## src/common/scb_sid_pkg.sv

```systemverilog
package scb_sid_pkg;

    localparam int SID_IDX_WIDTH  = 3;
    localparam int REG_ADDR_WIDTH = 5;

    // index bits plus a wrap bit on top
    typedef logic [SID_IDX_WIDTH:0]    sid_t;
    typedef logic [REG_ADDR_WIDTH-1:0] reg_addr_t;

    // true when a was issued after b
    function automatic logic sid_younger(
        input sid_t a,
        input sid_t b
    );
        if (a[SID_IDX_WIDTH] == b[SID_IDX_WIDTH]) begin
            return a[SID_IDX_WIDTH-1:0] > b[SID_IDX_WIDTH-1:0];
        end
        // counter wrapped between the two
        return a[SID_IDX_WIDTH-1:0] < b[SID_IDX_WIDTH-1:0];
    endfunction

endpackage

```

## src/common/scb_unit_pkg.sv

```systemverilog
package scb_unit_pkg;

    localparam int NUM_SLOTS = 4;

    typedef enum logic [1:0] {
        EXE_ALU,
        EXE_BEU,
        EXE_LSU
    } exe_unit_e;

    typedef enum logic [1:0] {
        SLOT_ALU0,
        SLOT_ALU1,
        SLOT_BEU,
        SLOT_LSU
    } slot_e;

    // one bit per slot, indexed by slot_e
    typedef logic [NUM_SLOTS-1:0] slot_mask_t;

endpackage

```

## src/issue/scb_issue.sv

```systemverilog
`timescale 1ns/1ps

module scb_issue (
    input  logic                                                  clk,
    input  logic                                                  rst_n,
    input  logic                                                  dec0_vld_i,
    input  scb_unit_pkg::exe_unit_e                               dec0_unit_i,
    input  scb_sid_pkg::reg_addr_t                                dec0_rd_i,
    input  logic                                                  dec1_vld_i,
    input  scb_unit_pkg::exe_unit_e                               dec1_unit_i,
    input  scb_sid_pkg::reg_addr_t                                dec1_rd_i,
    input  scb_unit_pkg::slot_mask_t                              slot_busy_i,
    input  scb_sid_pkg::reg_addr_t [scb_unit_pkg::NUM_SLOTS-1:0]  slot_rd_i,
    output logic                                                  dec0_stall_o,
    output logic                                                  dec1_stall_o,
    output scb_sid_pkg::sid_t                                     dec0_sid_o,
    output scb_sid_pkg::sid_t                                     dec1_sid_o,
    output scb_unit_pkg::slot_mask_t                              dec0_slot_o,
    output scb_unit_pkg::slot_mask_t                              dec1_slot_o,
    output scb_unit_pkg::slot_mask_t                              wr0_mask_o,
    output scb_unit_pkg::slot_mask_t                              wr1_mask_o
);

    scb_unit_pkg::slot_mask_t pick0;
    scb_unit_pkg::slot_mask_t pick1;
    logic                     waw0;
    logic                     waw1;
    logic                     pair_waw;
    logic                     dec0_ok;
    logic                     dec1_ok;
    scb_sid_pkg::sid_t        sid_q;
    scb_sid_pkg::sid_t        sid_adv;

    // free unit for one instruction, alu0 before alu1
    function automatic scb_unit_pkg::slot_mask_t pick_slot(
        input scb_unit_pkg::exe_unit_e  unit,
        input scb_unit_pkg::slot_mask_t busy
    );
        scb_unit_pkg::slot_mask_t pick;
        pick = '0;
        case (unit)
            scb_unit_pkg::EXE_ALU: begin
                if (!busy[scb_unit_pkg::SLOT_ALU0]) begin
                    pick[scb_unit_pkg::SLOT_ALU0] = 1'b1;
                end else if (!busy[scb_unit_pkg::SLOT_ALU1]) begin
                    pick[scb_unit_pkg::SLOT_ALU1] = 1'b1;
                end
            end
            scb_unit_pkg::EXE_BEU: begin
                pick[scb_unit_pkg::SLOT_BEU] = !busy[scb_unit_pkg::SLOT_BEU];
            end
            scb_unit_pkg::EXE_LSU: begin
                pick[scb_unit_pkg::SLOT_LSU] = !busy[scb_unit_pkg::SLOT_LSU];
            end
            default: begin
                pick = '0;
            end
        endcase
        return pick;
    endfunction

    // write-after-write against every busy slot
    always_comb begin
        waw0 = 1'b0;
        waw1 = 1'b0;
        for (int i = 0; i < scb_unit_pkg::NUM_SLOTS; i++) begin
            waw0 |= slot_busy_i[i] && (slot_rd_i[i] == dec0_rd_i);
            waw1 |= slot_busy_i[i] && (slot_rd_i[i] == dec1_rd_i);
        end
    end

    assign pick0   = pick_slot(dec0_unit_i, slot_busy_i);
    assign dec0_ok = dec0_vld_i && (|pick0) && !waw0;

    // second one sees the first one's slot as taken
    assign pick1    = pick_slot(dec1_unit_i, slot_busy_i | wr0_mask_o);
    assign pair_waw = dec0_vld_i && (dec0_rd_i == dec1_rd_i);
    assign dec1_ok  = dec1_vld_i && (|pick1) && !waw1 && !pair_waw && !dec0_stall_o;

    assign wr0_mask_o = dec0_ok ? pick0 : '0;
    assign wr1_mask_o = dec1_ok ? pick1 : '0;

    assign dec0_slot_o = wr0_mask_o;
    assign dec1_slot_o = wr1_mask_o;

    assign dec0_stall_o = dec0_vld_i && !dec0_ok;
    assign dec1_stall_o = dec1_vld_i && !dec1_ok;

    assign dec0_sid_o = sid_q;
    assign dec1_sid_o = sid_q + scb_sid_pkg::sid_t'(1);

    // advance by the number of accepted instructions
    assign sid_adv = scb_sid_pkg::sid_t'(dec0_ok) + scb_sid_pkg::sid_t'(dec1_ok);

    always_ff @(posedge clk or negedge rst_n) begin
        if (!rst_n) begin
            sid_q <= '0;
        end else begin
            sid_q <= sid_q + sid_adv;
        end
    end

    a_wr_disjoint: assert property (@(posedge clk) disable iff (!rst_n)
        (wr0_mask_o & wr1_mask_o) == '0);

endmodule

```

## src/source/scb_raw_check.sv

```systemverilog
`timescale 1ns/1ps

module scb_raw_check (
    input  logic                                                  op0_vld_i,
    input  scb_sid_pkg::sid_t                                     op0_sid_i,
    input  scb_sid_pkg::reg_addr_t                                op0_rd_i,
    input  scb_sid_pkg::reg_addr_t                                op0_rs1_i,
    input  scb_sid_pkg::reg_addr_t                                op0_rs2_i,
    input  logic                                                  op1_vld_i,
    input  scb_sid_pkg::sid_t                                     op1_sid_i,
    input  scb_sid_pkg::reg_addr_t                                op1_rd_i,
    input  scb_sid_pkg::reg_addr_t                                op1_rs1_i,
    input  scb_sid_pkg::reg_addr_t                                op1_rs2_i,
    input  scb_unit_pkg::slot_mask_t                              slot_busy_i,
    input  scb_sid_pkg::reg_addr_t [scb_unit_pkg::NUM_SLOTS-1:0]  slot_rd_i,
    input  scb_sid_pkg::sid_t [scb_unit_pkg::NUM_SLOTS-1:0]       slot_sid_i,
    output logic                                                  op0_stall_o,
    output logic                                                  op1_stall_o
);

    logic pair0;
    logic pair1;

    // any older busy slot still to write one of our sources
    function automatic logic slot_raw(
        input scb_sid_pkg::sid_t      sid,
        input scb_sid_pkg::reg_addr_t rs1,
        input scb_sid_pkg::reg_addr_t rs2
    );
        logic hit;
        hit = 1'b0;
        for (int i = 0; i < scb_unit_pkg::NUM_SLOTS; i++) begin
            if (slot_busy_i[i] && (slot_rd_i[i] == rs1 || slot_rd_i[i] == rs2) &&
                scb_sid_pkg::sid_younger(sid, slot_sid_i[i])) begin
                hit = 1'b1;
            end
        end
        return hit;
    endfunction

    // within the pair only the older one can block
    assign pair0 = op1_vld_i && (op1_rd_i == op0_rs1_i || op1_rd_i == op0_rs2_i) &&
                   scb_sid_pkg::sid_younger(op0_sid_i, op1_sid_i);
    assign pair1 = op0_vld_i && (op0_rd_i == op1_rs1_i || op0_rd_i == op1_rs2_i) &&
                   scb_sid_pkg::sid_younger(op1_sid_i, op0_sid_i);

    always_comb begin
        op0_stall_o = op0_vld_i && (slot_raw(op0_sid_i, op0_rs1_i, op0_rs2_i) || pair0);
        op1_stall_o = op1_vld_i && (slot_raw(op1_sid_i, op1_rs1_i, op1_rs2_i) || pair1);
    end

endmodule

```

## src/source/scb_redirect_flush.sv

```systemverilog
`timescale 1ns/1ps

module scb_redirect_flush (
    input  logic                                             wb_redirect_i,
    input  scb_sid_pkg::sid_t                                wb_redirect_sid_i,
    input  logic                                             dec0_vld_i,
    input  logic                                             dec1_vld_i,
    input  scb_sid_pkg::sid_t                                dec0_sid_i,
    input  scb_sid_pkg::sid_t                                dec1_sid_i,
    input  logic                                             op0_vld_i,
    input  logic                                             op1_vld_i,
    input  scb_sid_pkg::sid_t                                op0_sid_i,
    input  scb_sid_pkg::sid_t                                op1_sid_i,
    input  scb_unit_pkg::slot_mask_t                         slot_busy_i,
    input  scb_sid_pkg::sid_t [scb_unit_pkg::NUM_SLOTS-1:0]  slot_sid_i,
    output logic                                             dec0_flush_o,
    output logic                                             dec1_flush_o,
    output logic                                             op0_flush_o,
    output logic                                             op1_flush_o,
    output scb_unit_pkg::slot_mask_t                         slot_kill_o
);

    // the one age rule for everything behind the redirect
    function automatic logic flush_hit(
        input logic              vld,
        input scb_sid_pkg::sid_t sid
    );
        return wb_redirect_i && vld && scb_sid_pkg::sid_younger(sid, wb_redirect_sid_i);
    endfunction

    always_comb begin
        dec0_flush_o = flush_hit(dec0_vld_i, dec0_sid_i);
        dec1_flush_o = flush_hit(dec1_vld_i, dec1_sid_i);
        op0_flush_o  = flush_hit(op0_vld_i, op0_sid_i);
        op1_flush_o  = flush_hit(op1_vld_i, op1_sid_i);
        for (int i = 0; i < scb_unit_pkg::NUM_SLOTS; i++) begin
            slot_kill_o[i] = flush_hit(slot_busy_i[i], slot_sid_i[i]);
        end
    end

endmodule

```

## src/source/scb_slot_table.sv

```systemverilog
`timescale 1ns/1ps

module scb_slot_table (
    input  logic                                                  clk,
    input  logic                                                  rst_n,
    input  scb_unit_pkg::slot_mask_t                              wr0_mask_i,
    input  scb_unit_pkg::slot_mask_t                              wr1_mask_i,
    input  scb_sid_pkg::sid_t                                     dec0_sid_i,
    input  scb_sid_pkg::sid_t                                     dec1_sid_i,
    input  scb_sid_pkg::reg_addr_t                                dec0_rd_i,
    input  scb_sid_pkg::reg_addr_t                                dec0_rs1_i,
    input  scb_sid_pkg::reg_addr_t                                dec0_rs2_i,
    input  scb_sid_pkg::reg_addr_t                                dec1_rd_i,
    input  scb_sid_pkg::reg_addr_t                                dec1_rs1_i,
    input  scb_sid_pkg::reg_addr_t                                dec1_rs2_i,
    input  logic                                                  wb0_vld_i,
    input  scb_sid_pkg::sid_t                                     wb0_sid_i,
    input  logic                                                  wb1_vld_i,
    input  scb_sid_pkg::sid_t                                     wb1_sid_i,
    input  scb_unit_pkg::slot_mask_t                              slot_kill_i,
    output scb_unit_pkg::slot_mask_t                              slot_busy_o,
    output scb_sid_pkg::reg_addr_t [scb_unit_pkg::NUM_SLOTS-1:0]  slot_rd_o,
    output scb_sid_pkg::sid_t [scb_unit_pkg::NUM_SLOTS-1:0]       slot_sid_o
);

    scb_unit_pkg::slot_mask_t rel0;
    scb_unit_pkg::slot_mask_t rel1;

    for (genvar i = 0; i < scb_unit_pkg::NUM_SLOTS; i++) begin : g_slot
        logic                   busy_q;
        logic                   wr;
        scb_sid_pkg::sid_t      sid_q;
        scb_sid_pkg::reg_addr_t rd_q;
        // sources kept for a later write-after-read check
        scb_sid_pkg::reg_addr_t rs1_q;
        scb_sid_pkg::reg_addr_t rs2_q;

        assign wr      = wr0_mask_i[i] || wr1_mask_i[i];
        assign rel0[i] = wb0_vld_i && (wb0_sid_i == sid_q);
        assign rel1[i] = wb1_vld_i && (wb1_sid_i == sid_q);

        // kill, then write, then release
        always_ff @(posedge clk or negedge rst_n) begin
            if (!rst_n) begin
                busy_q <= 1'b0;
            end else if (slot_kill_i[i]) begin
                busy_q <= 1'b0;
            end else if (wr) begin
                busy_q <= 1'b1;
            end else if (rel0[i] || rel1[i]) begin
                busy_q <= 1'b0;
            end
        end

        always_ff @(posedge clk) begin
            if (wr0_mask_i[i]) begin
                sid_q <= dec0_sid_i;
                rd_q  <= dec0_rd_i;
                rs1_q <= dec0_rs1_i;
                rs2_q <= dec0_rs2_i;
            end else if (wr1_mask_i[i]) begin
                sid_q <= dec1_sid_i;
                rd_q  <= dec1_rd_i;
                rs1_q <= dec1_rs1_i;
                rs2_q <= dec1_rs2_i;
            end
        end

        assign slot_busy_o[i] = busy_q;
        assign slot_rd_o[i]   = rd_q;
        assign slot_sid_o[i]  = sid_q;
    end

    // issue only ever fills free slots
    a_wr_free: assert property (@(posedge clk) disable iff (!rst_n)
        ((wr0_mask_i | wr1_mask_i) & slot_busy_o) == '0);

    // writeback must name an instruction still in flight
    a_wb0_busy: assert property (@(posedge clk) disable iff (!rst_n)
        wb0_vld_i |-> |(rel0 & slot_busy_o));
    a_wb1_busy: assert property (@(posedge clk) disable iff (!rst_n)
        wb1_vld_i |-> |(rel1 & slot_busy_o));

endmodule

```

## src/source/scoreboard_top.sv

```systemverilog
`timescale 1ns/1ps

module scoreboard_top (
    input  logic                     clk,
    input  logic                     rst_n,
    input  logic                     dec0_vld_i,
    input  scb_unit_pkg::exe_unit_e  dec0_unit_i,
    input  scb_sid_pkg::reg_addr_t   dec0_rd_i,
    input  scb_sid_pkg::reg_addr_t   dec0_rs1_i,
    input  scb_sid_pkg::reg_addr_t   dec0_rs2_i,
    input  logic                     dec1_vld_i,
    input  scb_unit_pkg::exe_unit_e  dec1_unit_i,
    input  scb_sid_pkg::reg_addr_t   dec1_rd_i,
    input  scb_sid_pkg::reg_addr_t   dec1_rs1_i,
    input  scb_sid_pkg::reg_addr_t   dec1_rs2_i,
    output logic                     dec0_stall_o,
    output logic                     dec1_stall_o,
    output logic                     dec0_flush_o,
    output logic                     dec1_flush_o,
    output scb_sid_pkg::sid_t        dec0_sid_o,
    output scb_sid_pkg::sid_t        dec1_sid_o,
    output scb_unit_pkg::slot_mask_t dec0_slot_o,
    output scb_unit_pkg::slot_mask_t dec1_slot_o,
    input  logic                     op0_vld_i,
    input  scb_sid_pkg::sid_t        op0_sid_i,
    input  scb_sid_pkg::reg_addr_t   op0_rd_i,
    input  scb_sid_pkg::reg_addr_t   op0_rs1_i,
    input  scb_sid_pkg::reg_addr_t   op0_rs2_i,
    input  logic                     op1_vld_i,
    input  scb_sid_pkg::sid_t        op1_sid_i,
    input  scb_sid_pkg::reg_addr_t   op1_rd_i,
    input  scb_sid_pkg::reg_addr_t   op1_rs1_i,
    input  scb_sid_pkg::reg_addr_t   op1_rs2_i,
    output logic                     op0_stall_o,
    output logic                     op1_stall_o,
    output logic                     op0_flush_o,
    output logic                     op1_flush_o,
    input  logic                     wb0_vld_i,
    input  scb_sid_pkg::sid_t        wb0_sid_i,
    input  logic                     wb1_vld_i,
    input  scb_sid_pkg::sid_t        wb1_sid_i,
    input  logic                     wb_redirect_i,
    input  scb_sid_pkg::sid_t        wb_redirect_sid_i
);

    scb_unit_pkg::slot_mask_t                              wr0_mask;
    scb_unit_pkg::slot_mask_t                              wr1_mask;
    scb_unit_pkg::slot_mask_t                              slot_busy;
    scb_unit_pkg::slot_mask_t                              slot_kill;
    scb_sid_pkg::reg_addr_t [scb_unit_pkg::NUM_SLOTS-1:0]  slot_rd;
    scb_sid_pkg::sid_t [scb_unit_pkg::NUM_SLOTS-1:0]       slot_sid;

    scb_issue u_issue (
        .clk          (clk),
        .rst_n        (rst_n),
        .dec0_vld_i   (dec0_vld_i),
        .dec0_unit_i  (dec0_unit_i),
        .dec0_rd_i    (dec0_rd_i),
        .dec1_vld_i   (dec1_vld_i),
        .dec1_unit_i  (dec1_unit_i),
        .dec1_rd_i    (dec1_rd_i),
        .slot_busy_i  (slot_busy),
        .slot_rd_i    (slot_rd),
        .dec0_stall_o (dec0_stall_o),
        .dec1_stall_o (dec1_stall_o),
        .dec0_sid_o   (dec0_sid_o),
        .dec1_sid_o   (dec1_sid_o),
        .dec0_slot_o  (dec0_slot_o),
        .dec1_slot_o  (dec1_slot_o),
        .wr0_mask_o   (wr0_mask),
        .wr1_mask_o   (wr1_mask)
    );

    scb_slot_table u_table (
        .clk         (clk),
        .rst_n       (rst_n),
        .wr0_mask_i  (wr0_mask),
        .wr1_mask_i  (wr1_mask),
        .dec0_sid_i  (dec0_sid_o),
        .dec1_sid_i  (dec1_sid_o),
        .dec0_rd_i   (dec0_rd_i),
        .dec0_rs1_i  (dec0_rs1_i),
        .dec0_rs2_i  (dec0_rs2_i),
        .dec1_rd_i   (dec1_rd_i),
        .dec1_rs1_i  (dec1_rs1_i),
        .dec1_rs2_i  (dec1_rs2_i),
        .wb0_vld_i   (wb0_vld_i),
        .wb0_sid_i   (wb0_sid_i),
        .wb1_vld_i   (wb1_vld_i),
        .wb1_sid_i   (wb1_sid_i),
        .slot_kill_i (slot_kill),
        .slot_busy_o (slot_busy),
        .slot_rd_o   (slot_rd),
        .slot_sid_o  (slot_sid)
    );

    scb_raw_check u_raw (
        .op0_vld_i   (op0_vld_i),
        .op0_sid_i   (op0_sid_i),
        .op0_rd_i    (op0_rd_i),
        .op0_rs1_i   (op0_rs1_i),
        .op0_rs2_i   (op0_rs2_i),
        .op1_vld_i   (op1_vld_i),
        .op1_sid_i   (op1_sid_i),
        .op1_rd_i    (op1_rd_i),
        .op1_rs1_i   (op1_rs1_i),
        .op1_rs2_i   (op1_rs2_i),
        .slot_busy_i (slot_busy),
        .slot_rd_i   (slot_rd),
        .slot_sid_i  (slot_sid),
        .op0_stall_o (op0_stall_o),
        .op1_stall_o (op1_stall_o)
    );

    scb_redirect_flush u_flush (
        .wb_redirect_i     (wb_redirect_i),
        .wb_redirect_sid_i (wb_redirect_sid_i),
        .dec0_vld_i        (dec0_vld_i),
        .dec1_vld_i        (dec1_vld_i),
        .dec0_sid_i        (dec0_sid_o),
        .dec1_sid_i        (dec1_sid_o),
        .op0_vld_i         (op0_vld_i),
        .op1_vld_i         (op1_vld_i),
        .op0_sid_i         (op0_sid_i),
        .op1_sid_i         (op1_sid_i),
        .slot_busy_i       (slot_busy),
        .slot_sid_i        (slot_sid),
        .dec0_flush_o      (dec0_flush_o),
        .dec1_flush_o      (dec1_flush_o),
        .op0_flush_o       (op0_flush_o),
        .op1_flush_o       (op1_flush_o),
        .slot_kill_o       (slot_kill)
    );

endmodule
```

## config.mk

```make
export PLATFORM = sky130hd
export DESIGN_NAME = scoreboard_top
export DESIGN_NICKNAME = d
export VERILOG_FILES = /design/src/common/scb_sid_pkg.sv /design/src/common/scb_unit_pkg.sv /design/src/issue/scb_issue.sv /design/src/source/scb_raw_check.sv /design/src/source/scb_redirect_flush.sv /design/src/source/scb_slot_table.sv /design/src/source/scoreboard_top.sv
export SDC_FILE = /design/constraint.sdc
export NUM_CORES = 1
export LEC_CHECK = 0
export BUFFER_PORTS_ARGS = -buffer_cell sky130_fd_sc_hd__buf_2
export CAP_MARGIN = 10
export CORE_MARGIN = 10
export CORE_UTILIZATION = 50
export DETAILED_ROUTE_END_ITERATION = 8
export PLACE_DENSITY_LB_ADDON = 0.2
export REMOVE_ABC_BUFFERS = 1
export SYNTH_ARGS = -nofsm -noshare
export SYNTH_HDL_FRONTEND = slang
export SYNTH_SLANG_ARGS = --single-unit
```

## constraint.sdc

```tcl
create_clock -name clk -period 3.95 [get_ports clk]
set_input_delay 0.79 -clock clk [delete_from_list [all_inputs] [get_ports clk]]
set_output_delay 0.79 -clock clk [all_outputs]
set_load 0.02 [all_outputs]
```

# After elaboration in Yosys (flattened, before gate mapping)
# Index checks and enable logic that the tools add are counted.
# word_totals
elab_cells,327
reg_bits,44
# op_classes
muxes,104
add_sub_neg,3
n_reduce_logical,105
eq_ne,59
bitwise,7
n_lt_le_gt_ge,36
# op_table
operator,n
equality test 5 bit,29
two-way mux 1 bit,84
logical AND 1 bit,63
greater-than comparator 3 bit,18
< comparator 3 bit,18
two-way mux 4 bit,10
two-way mux 5 bit,8
equality test 4 bit,8
logical OR 1 bit,20
equality test 1 bit,18
nonzero test 3 bit,4
logical NOT 1 bit,10
nonzero test 2 bit,4
OR reduction 4 bit,2
bitwise OR 1 bit,6
"adder 4 x 1 -> 4 bit, second input constant",1
adder 4 bit,1
"equality test 2 x 1 -> 1 bit, second input constant",2
"equality test 2 bit, second input constant",2
logical NOT 2 bit,2
two-way mux 2 bit,2
bitwise OR 4 bit,1
adder 1 x 1 -> 2 bit,1

# Depth between registers and ports, before layout
# logic_depth
word_depth,21
depth_mapped,14
depth_no_buf,13

# Hierarchy
# Synthesis repeated with hierarchy kept, for this count alone.
# hier_totals
hier_cells,684
hier_area_um2,6149.6
# by_module_without_submodules
mod,instances,cells_each,area_per_inst_um2,seq_area_each_um2
scb_raw_check,1,292,2133.3,0.0
scb_slot_table,1,149,2117.0,1181.1
scb_issue,1,143,1119.8,100.1
scb_redirect_flush,1,100,779.5,0.0

# Least setup slack after synthesis
# No wires, ideal clock.
# synth_path
path_type,input to register
startpoint,in dec0_rd_i[2]
endpoint,"reg u_issue.sid_q[2], in the netlist u_issue.dec0_sid_o[2]"
setup_ns,0.136
t_arrival_ns,3.195
path_stages,14
path_buffers,1
slack_ns,0.619
path_cell_list,buf_6 -> xor2_1 -> nor4_1 -> nand3_1 -> nand3_4 -> or4_4 -> clkinv_2 -> o21ai_0 -> a31oi_1 -> ha_1 -> ha_1 -> inv_1 -> fa_1 -> xnor2_1
# synth_via
elab_cells_between_ends,36
# synth_lines
item,line_no,text
from (decl),scoreboard_top.sv:8,"input scb_sid_pkg::reg_addr_t dec0_rd_i,"
equality test 5 bit,scb_issue.sv:67,waw0 |= slot_busy_i[i] && (slot_rd_i[i] == dec0_rd_i);
logical AND 1 bit,scb_issue.sv:67,
bitwise OR 1 bit (2 in a row),scb_issue.sv:67,
bitwise OR 1 bit (*),scb_issue.sv:67,
logical NOT 1 bit (*),scb_issue.sv:73,assign dec0_ok = dec0_vld_i && (|pick0) && !waw0;
logical AND 1 bit (*),scb_issue.sv:73,
two-way mux 4 bit (*),scb_issue.sv:80,assign wr0_mask_o = dec0_ok ? pick0 : '0;
via dec0_slot_o[0],scoreboard_top.sv:22,"output scb_unit_pkg::slot_mask_t dec0_slot_o,"
bitwise OR 4 bit (*),scb_issue.sv:76,"assign pick1 = pick_slot(dec1_unit_i, slot_busy_i | wr0_mask_o);"
two-way mux 1 bit,scb_issue.sv:43,if (!busy[scb_unit_pkg::SLOT_ALU0]) begin
two-way mux 2 bit (*),scb_issue.sv:41,case (unit)
OR reduction 4 bit (*),scb_issue.sv:78,assign dec1_ok = dec1_vld_i && (|pick1) && !waw1 && !pair_waw && !dec0_stall_o;
logical AND 1 bit (*) (4 in a row),scb_issue.sv:78,
adder 1 x 1 -> 2 bit (*),scb_issue.sv:93,assign sid_adv = scb_sid_pkg::sid_t'(dec0_ok) + scb_sid_pkg::sid_t'(dec1_ok);
adder 4 bit (*),scb_issue.sv:99,sid_q <= sid_q + sid_adv;
to (signal assigned),scb_issue.sv:99,
to (decl),scb_issue.sv:31,scb_sid_pkg::sid_t sid_q;
# Mark *: on every way through the listed nets, which the timed path passes. The rest lies on a longest branch.
# A chain may end at the register's enable or synchronous reset.

# Worst setup path after layout
# layout_path
startpoint,in dec0_rd_i[4]
endpoint,out dec1_stall_o
# layout_via
elab_chain_len,19
elab_cells_between_ends,36
# layout_lines
item,line_no,text
equality test 5 bit,scb_issue.sv:67,
logical AND 1 bit,scb_issue.sv:67,
bitwise OR 1 bit (3 in a row),scb_issue.sv:67,
logical NOT 1 bit,scb_issue.sv:73,
logical AND 1 bit,scb_issue.sv:73,
two-way mux 4 bit,scb_issue.sv:80,
bitwise OR 4 bit,scb_issue.sv:76,
two-way mux 1 bit,scb_issue.sv:45,end else if (!busy[scb_unit_pkg::SLOT_ALU1]) begin
two-way mux 1 bit,scb_issue.sv:43,
two-way mux 2 bit,scb_issue.sv:41,
OR reduction 4 bit,scb_issue.sv:78,
logical AND 1 bit (3 in a row),scb_issue.sv:78,
logical AND 1 bit (*),scb_issue.sv:78,
logical NOT 1 bit (*),scb_issue.sv:87,assign dec1_stall_o = dec1_vld_i && !dec1_ok;
logical AND 1 bit (*),scb_issue.sv:87,
to (decl),scoreboard_top.sv:17,"output logic dec1_stall_o,"
# Every way passes the cells marked *; elsewhere a longest branch is shown, timed or not.

==> flow_metrics.env <==
export IMPL_clock_tree_root_cell="sky130_fd_sc_hd__clkbuf_16"
export IMPL_antenna_diode_count=0
export IMPL_clk_insertion_delay_late_ps=290
export IMPL_synth_top_cells_by_area="sky130_fd_sc_hd__edfxtp_1, sky130_fd_sc_hd__xor2_1, sky130_fd_sc_hd__xnor2_1"
export IMPL_crit_start="dec0_rd_i[4]"
export IMPL_yosys_top_cells_count="sky130_fd_sc_hd__xor2_1, sky130_fd_sc_hd__xnor2_1, sky130_fd_sc_hd__ha_1, sky130_fd_sc_hd__nand3_1, sky130_fd_sc_hd__inv_1"
export IMPL_synth_top_flop_cell="sky130_fd_sc_hd__edfxtp_1"
export IMPL_timing_final_crit_share_pct=93.42
export IMPL_netlist_top_cell_by_area="sky130_fd_sc_hd__edfxtp_1"
export IMPL_drt_first_iter_violations=372
export IMPL_timing_critical_path_depth=10
export IMPL_holdCritPathClass="primary input to asynchronous set/reset pin"
export IMPL_coreArea_um2=12010
export IMPL_grt_first_pass_wirelength_um=27710
export IMPL_worst_slew_pin_slew_ps=642.8
export IMPL_worst_path_most_repeated_cell="sky130_fd_sc_hd__buf_2"
export IMPL_rr_endpoint="u_issue.dec0_sid_o[2]$_DFF_PN0_"
export IMPL_reg2reg_from="u_table.g_slot[1].rd_q[4]$_DFFE_PP_"
export IMPL_cap_viol_max_count=0
export IMPL_synth_area_per_cell_um2=8.893
export IMPL_worst_ep_arrival_time_ps=2900
export IMPL_path_class="primary input to output pin"
export IMPL_post_synth_top_area_fraction_pct=17.67
export IMPL_crit_path_start_kind="primary input"
export IMPL_yosysWarningCount=0
export IMPL_filler_cell_count=1093
export IMPL_fraction_of_registers_with_async_set_or_reset_after_synthesis_pct=18.18
export IMPL_wire_per_inst_um=19.63
export IMPL_via_count=5014
export IMPL_synth_compound_area_share_pct=10.74
export IMPL_ctsHtreeMaxLevel=2
export IMPL_critical_path_max_stage_delay_ps=610
export IMPL_drive_gt1_share_pct=19.53
export IMPL_final_instance_count_excl_fill=874
export IMPL_area_delta_synth_final_pct=7.505
export IMPL_tns_ps=0
export IMPL_dieWidth_um=130.6
export IMPL_io_pins=117
export IMPL_p_leak_nw=2.924
export IMPL_via_per_inst=5.737
export IMPL_clock_pin_slew_reported_for_the_worst_setup_and_hold_paths_after_clock_tree_synthesis_ps=60
export IMPL_reg2regPathDepth=13
export IMPL_endpoint="dec1_stall_o"
export IMPL_cts_resized_gates=0
export IMPL_timing_critical_path_fanout_max=9
export IMPL_run_status="complete, no violations"
export IMPL_dpl_cell_count=866
export IMPL_synth_fa_ha_area_share_pct=11.57
export IMPL_pins_over_slew_limit=0
export IMPL_initial_core_util_pct=50.94
export IMPL_required_time_at_the_worst_slack_endpoint_ps=3160
export IMPL_post_synth_and_or_nand_nor_area_fraction_pct=11.49
export IMPL_synth_edff_count=36
export IMPL_cts_made_buffers=5
export IMPL_syn_cell_area_um2=6118
export IMPL_synth_cell_types=51
export IMPL_clock_sink_count=44
export IMPL_post_cts_setup_repair_buffer_count=0
export IMPL_die_area_um2=17060
export IMPL_max_freq_mhz=271.0
export IMPL_drtAntennaViolNets=0
export IMPL_ctsHoldBuffers=0
export IMPL_yosys_cell_count_top_type="sky130_fd_sc_hd__xor2_1"
export IMPL_grt_pass1_vias=5290
export IMPL_grt_setup_unrepaired="false"
export IMPL_xor_xnor_cell_area_share_of_the_yosys_netlist_pct=30.06
export IMPL_track_usage_pct=20.30
export IMPL_muxShareOfSynthArea_pct=6.217
export IMPL_critPathSlowestCell="sky130_fd_sc_hd__or4_4"
export IMPL_synthesis_instances=688
export IMPL_grt_start_max_net_pins=14
export IMPL_finClkSkew_ps=10.18
export IMPL_sequential_to_total_area_share_from_yosys_stat_pct=20.94
export IMPL_totalWireLength_um=17150
export IMPL_cts_path_max_buffers=2
export IMPL_ir_drop_mv=0.5295
export IMPL_power_per_cell_area_nw_per_um2=412.1
export IMPL_tritoncts="built"
export IMPL_timing_critical_path_cells="buf_2 -> xor2_1 -> nor4_1 -> nand3_1 -> nand3_4 -> or4_4 -> clkinv_2 -> o21ai_0 -> a41o_1 -> buf_2"
export IMPL_place_detailed_hpwl_um=13820
export IMPL_drt_pass1_iter_count=4
export IMPL_portBuffers=96
export IMPL_cp_top_family="simple AND/OR/NAND/NOR gates"
export IMPL_vertical_extent_of_the_die_um=130.6
export IMPL_max_slew_margin_rel_pct=56.69
export IMPL_gp_routability_congestion=0.9431
export IMPL_reg2reg_slack_ps=580
export IMPL_yosys_register_bits=44
export IMPL_hold_violations=0
export IMPL_detail_route_drc_violations=0
export IMPL_largest_family_of_logic_cells_by_synthesized_area="XOR/XNOR gates"
export IMPL_endpoint_kind="output pin"
export IMPL_final_critical_delay_including_setup_and_external_delays_ps=3690
export IMPL_grt_overflow=0
export IMPL_core_rowCount=40
export IMPL_report_final_setup_viol=0
export IMPL_finalNetCount=875
export IMPL_antenna_found_initial=0
export IMPL_worst_path_buf_inv=3
layout by cell type (no fill, tap or decap), types with 2 or more instances in the layout:
cell type,instances
sky130_fd_sc_hd__xor2_1,120
sky130_fd_sc_hd__buf_2,96
sky130_fd_sc_hd__xnor2_1,90
sky130_fd_sc_hd__ha_1,55
sky130_fd_sc_hd__nand3_1,49
sky130_fd_sc_hd__inv_1,45
sky130_fd_sc_hd__edfxtp_1,36
sky130_fd_sc_hd__nand2_1,24
sky130_fd_sc_hd__a21oi_1,23
sky130_fd_sc_hd__nor3_1,22
sky130_fd_sc_hd__a21o_1,19
sky130_fd_sc_hd__mux2_2,19
sky130_fd_sc_hd__a31oi_1,13
sky130_fd_sc_hd__nor2_1,13
sky130_fd_sc_hd__o31ai_1,10
sky130_fd_sc_hd__o21ai_0,9
sky130_fd_sc_hd__mux2_4,9
sky130_fd_sc_hd__dfrtp_1,8
sky130_fd_sc_hd__nor4_1,7
sky130_fd_sc_hd__nand4_1,6
sky130_fd_sc_hd__a311oi_1,6
sky130_fd_sc_hd__clkbuf_16,5
sky130_fd_sc_hd__nand2b_1,4
sky130_fd_sc_hd__buf_4,4
sky130_fd_sc_hd__and3_1,2
sky130_fd_sc_hd__mux2i_1,2
sky130_fd_sc_hd__o21a_1,2
sky130_fd_sc_hd__a32oi_1,2
sky130_fd_sc_hd__or4_4,2
sky130_fd_sc_hd__a211oi_1,2
layer usage:
layer	vias up	GRT usage (%)	wire length, µm
met4	0	5.363	284
met2	152	34.40	8045
met3	31	2.498	971
met1	2413	26.63	7852
li1	2418	-	-
met5	-	0	0
logic make-up after synthesis:
logic type / count (synthesis)
buffers and inverters: 115
muxes: 31
adders and majority gates: 56
xor gates and xnor gates: 210
and+or+nand+nor: 137
AOI/OAI and AO/OA: 95
DFF: 44
sequential cells by signal, summed over array words and instances, names as in the netlist:
register	cells
u_table.g_slot.sid_q	16
u_table.g_slot.busy_q	4
u_issue.dec0_sid_o	4
u_table.g_slot.rd_q	20
layout make-up:
cell class | instances | area (µm²) | area share [%]
Inverter | 46 | 173.9 | 2.644
Timing Repair Buffer | 100 | 510.5 | 7.761
Multi-Input combinational cell | 529 | 4288 | 65.19
Clock inverter | 2 | 11.26 | 0.1712
Sequential cell | 44 | 1281 | 19.48
Clock buffer | 6 | 128.9 | 1.959
Tap cell | 147 | 183.9 | 2.796
worst min-delay path by stage:
stage,slack [ps],cells after the start,to
6_report,360,1,u_issue.dec0_sid_o[0]$_DFF_PN0_
5_1_grt,360,1,u_issue.dec0_sid_o[0]$_DFF_PN0_
3_3_place_gp,650,1,u_issue.dec0_sid_o[0]$_DFF_PN0_
2_1_floorplan,490,0,u_issue.dec0_sid_o[0]$_DFF_PN0_
4_1_cts,360,1,u_issue.dec0_sid_o[0]$_DFF_PN0_
3_5_place_dp,660,1,u_issue.dec0_sid_o[0]$_DFF_PN0_
metrics by stage:
step	power, mW	hold WS [ps]	worst slack (ps)	instance area [µm²]	utilization (%)
after floorplan	1.832	494.4	559.3	5743	-
after global placement	2.247	654.8	321.6	6437	53.59
after detailed placement	2.314	659.2	195.8	6437	53.59
after CTS	2.719	356.8	285.5	6578	54.76
after global routing	2.928	362.3	120.8	6578	54.76
final	2.711	357.2	259.8	6578	54.76
where the power goes:
group	switching (mW)	internal (mW)	leakage, nW
Sequential	0.259	0.651	0.425
Combinational	0.759	0.638	2.43
Clock	0.171	0.232	0.0645
Total	1.19	1.52	2.92
worst reg2reg max path, stage by stage (launching register included):
cell and delay [ps]:
sky130_fd_sc_hd__edfxtp_1 560, sky130_fd_sc_hd__xor2_1 220, sky130_fd_sc_hd__nor4_1 340, sky130_fd_sc_hd__nand3_1 180, sky130_fd_sc_hd__nand3_4 180, sky130_fd_sc_hd__or4_4 200
sky130_fd_sc_hd__clkinv_2 150, sky130_fd_sc_hd__o21ai_0 260, sky130_fd_sc_hd__a31oi_1 130, sky130_fd_sc_hd__ha_1 290, sky130_fd_sc_hd__ha_1 160, sky130_fd_sc_hd__inv_1 60
sky130_fd_sc_hd__fa_1 370, sky130_fd_sc_hd__xnor2_1 130
No activity file was read; power rests on OpenSTA's default activity.
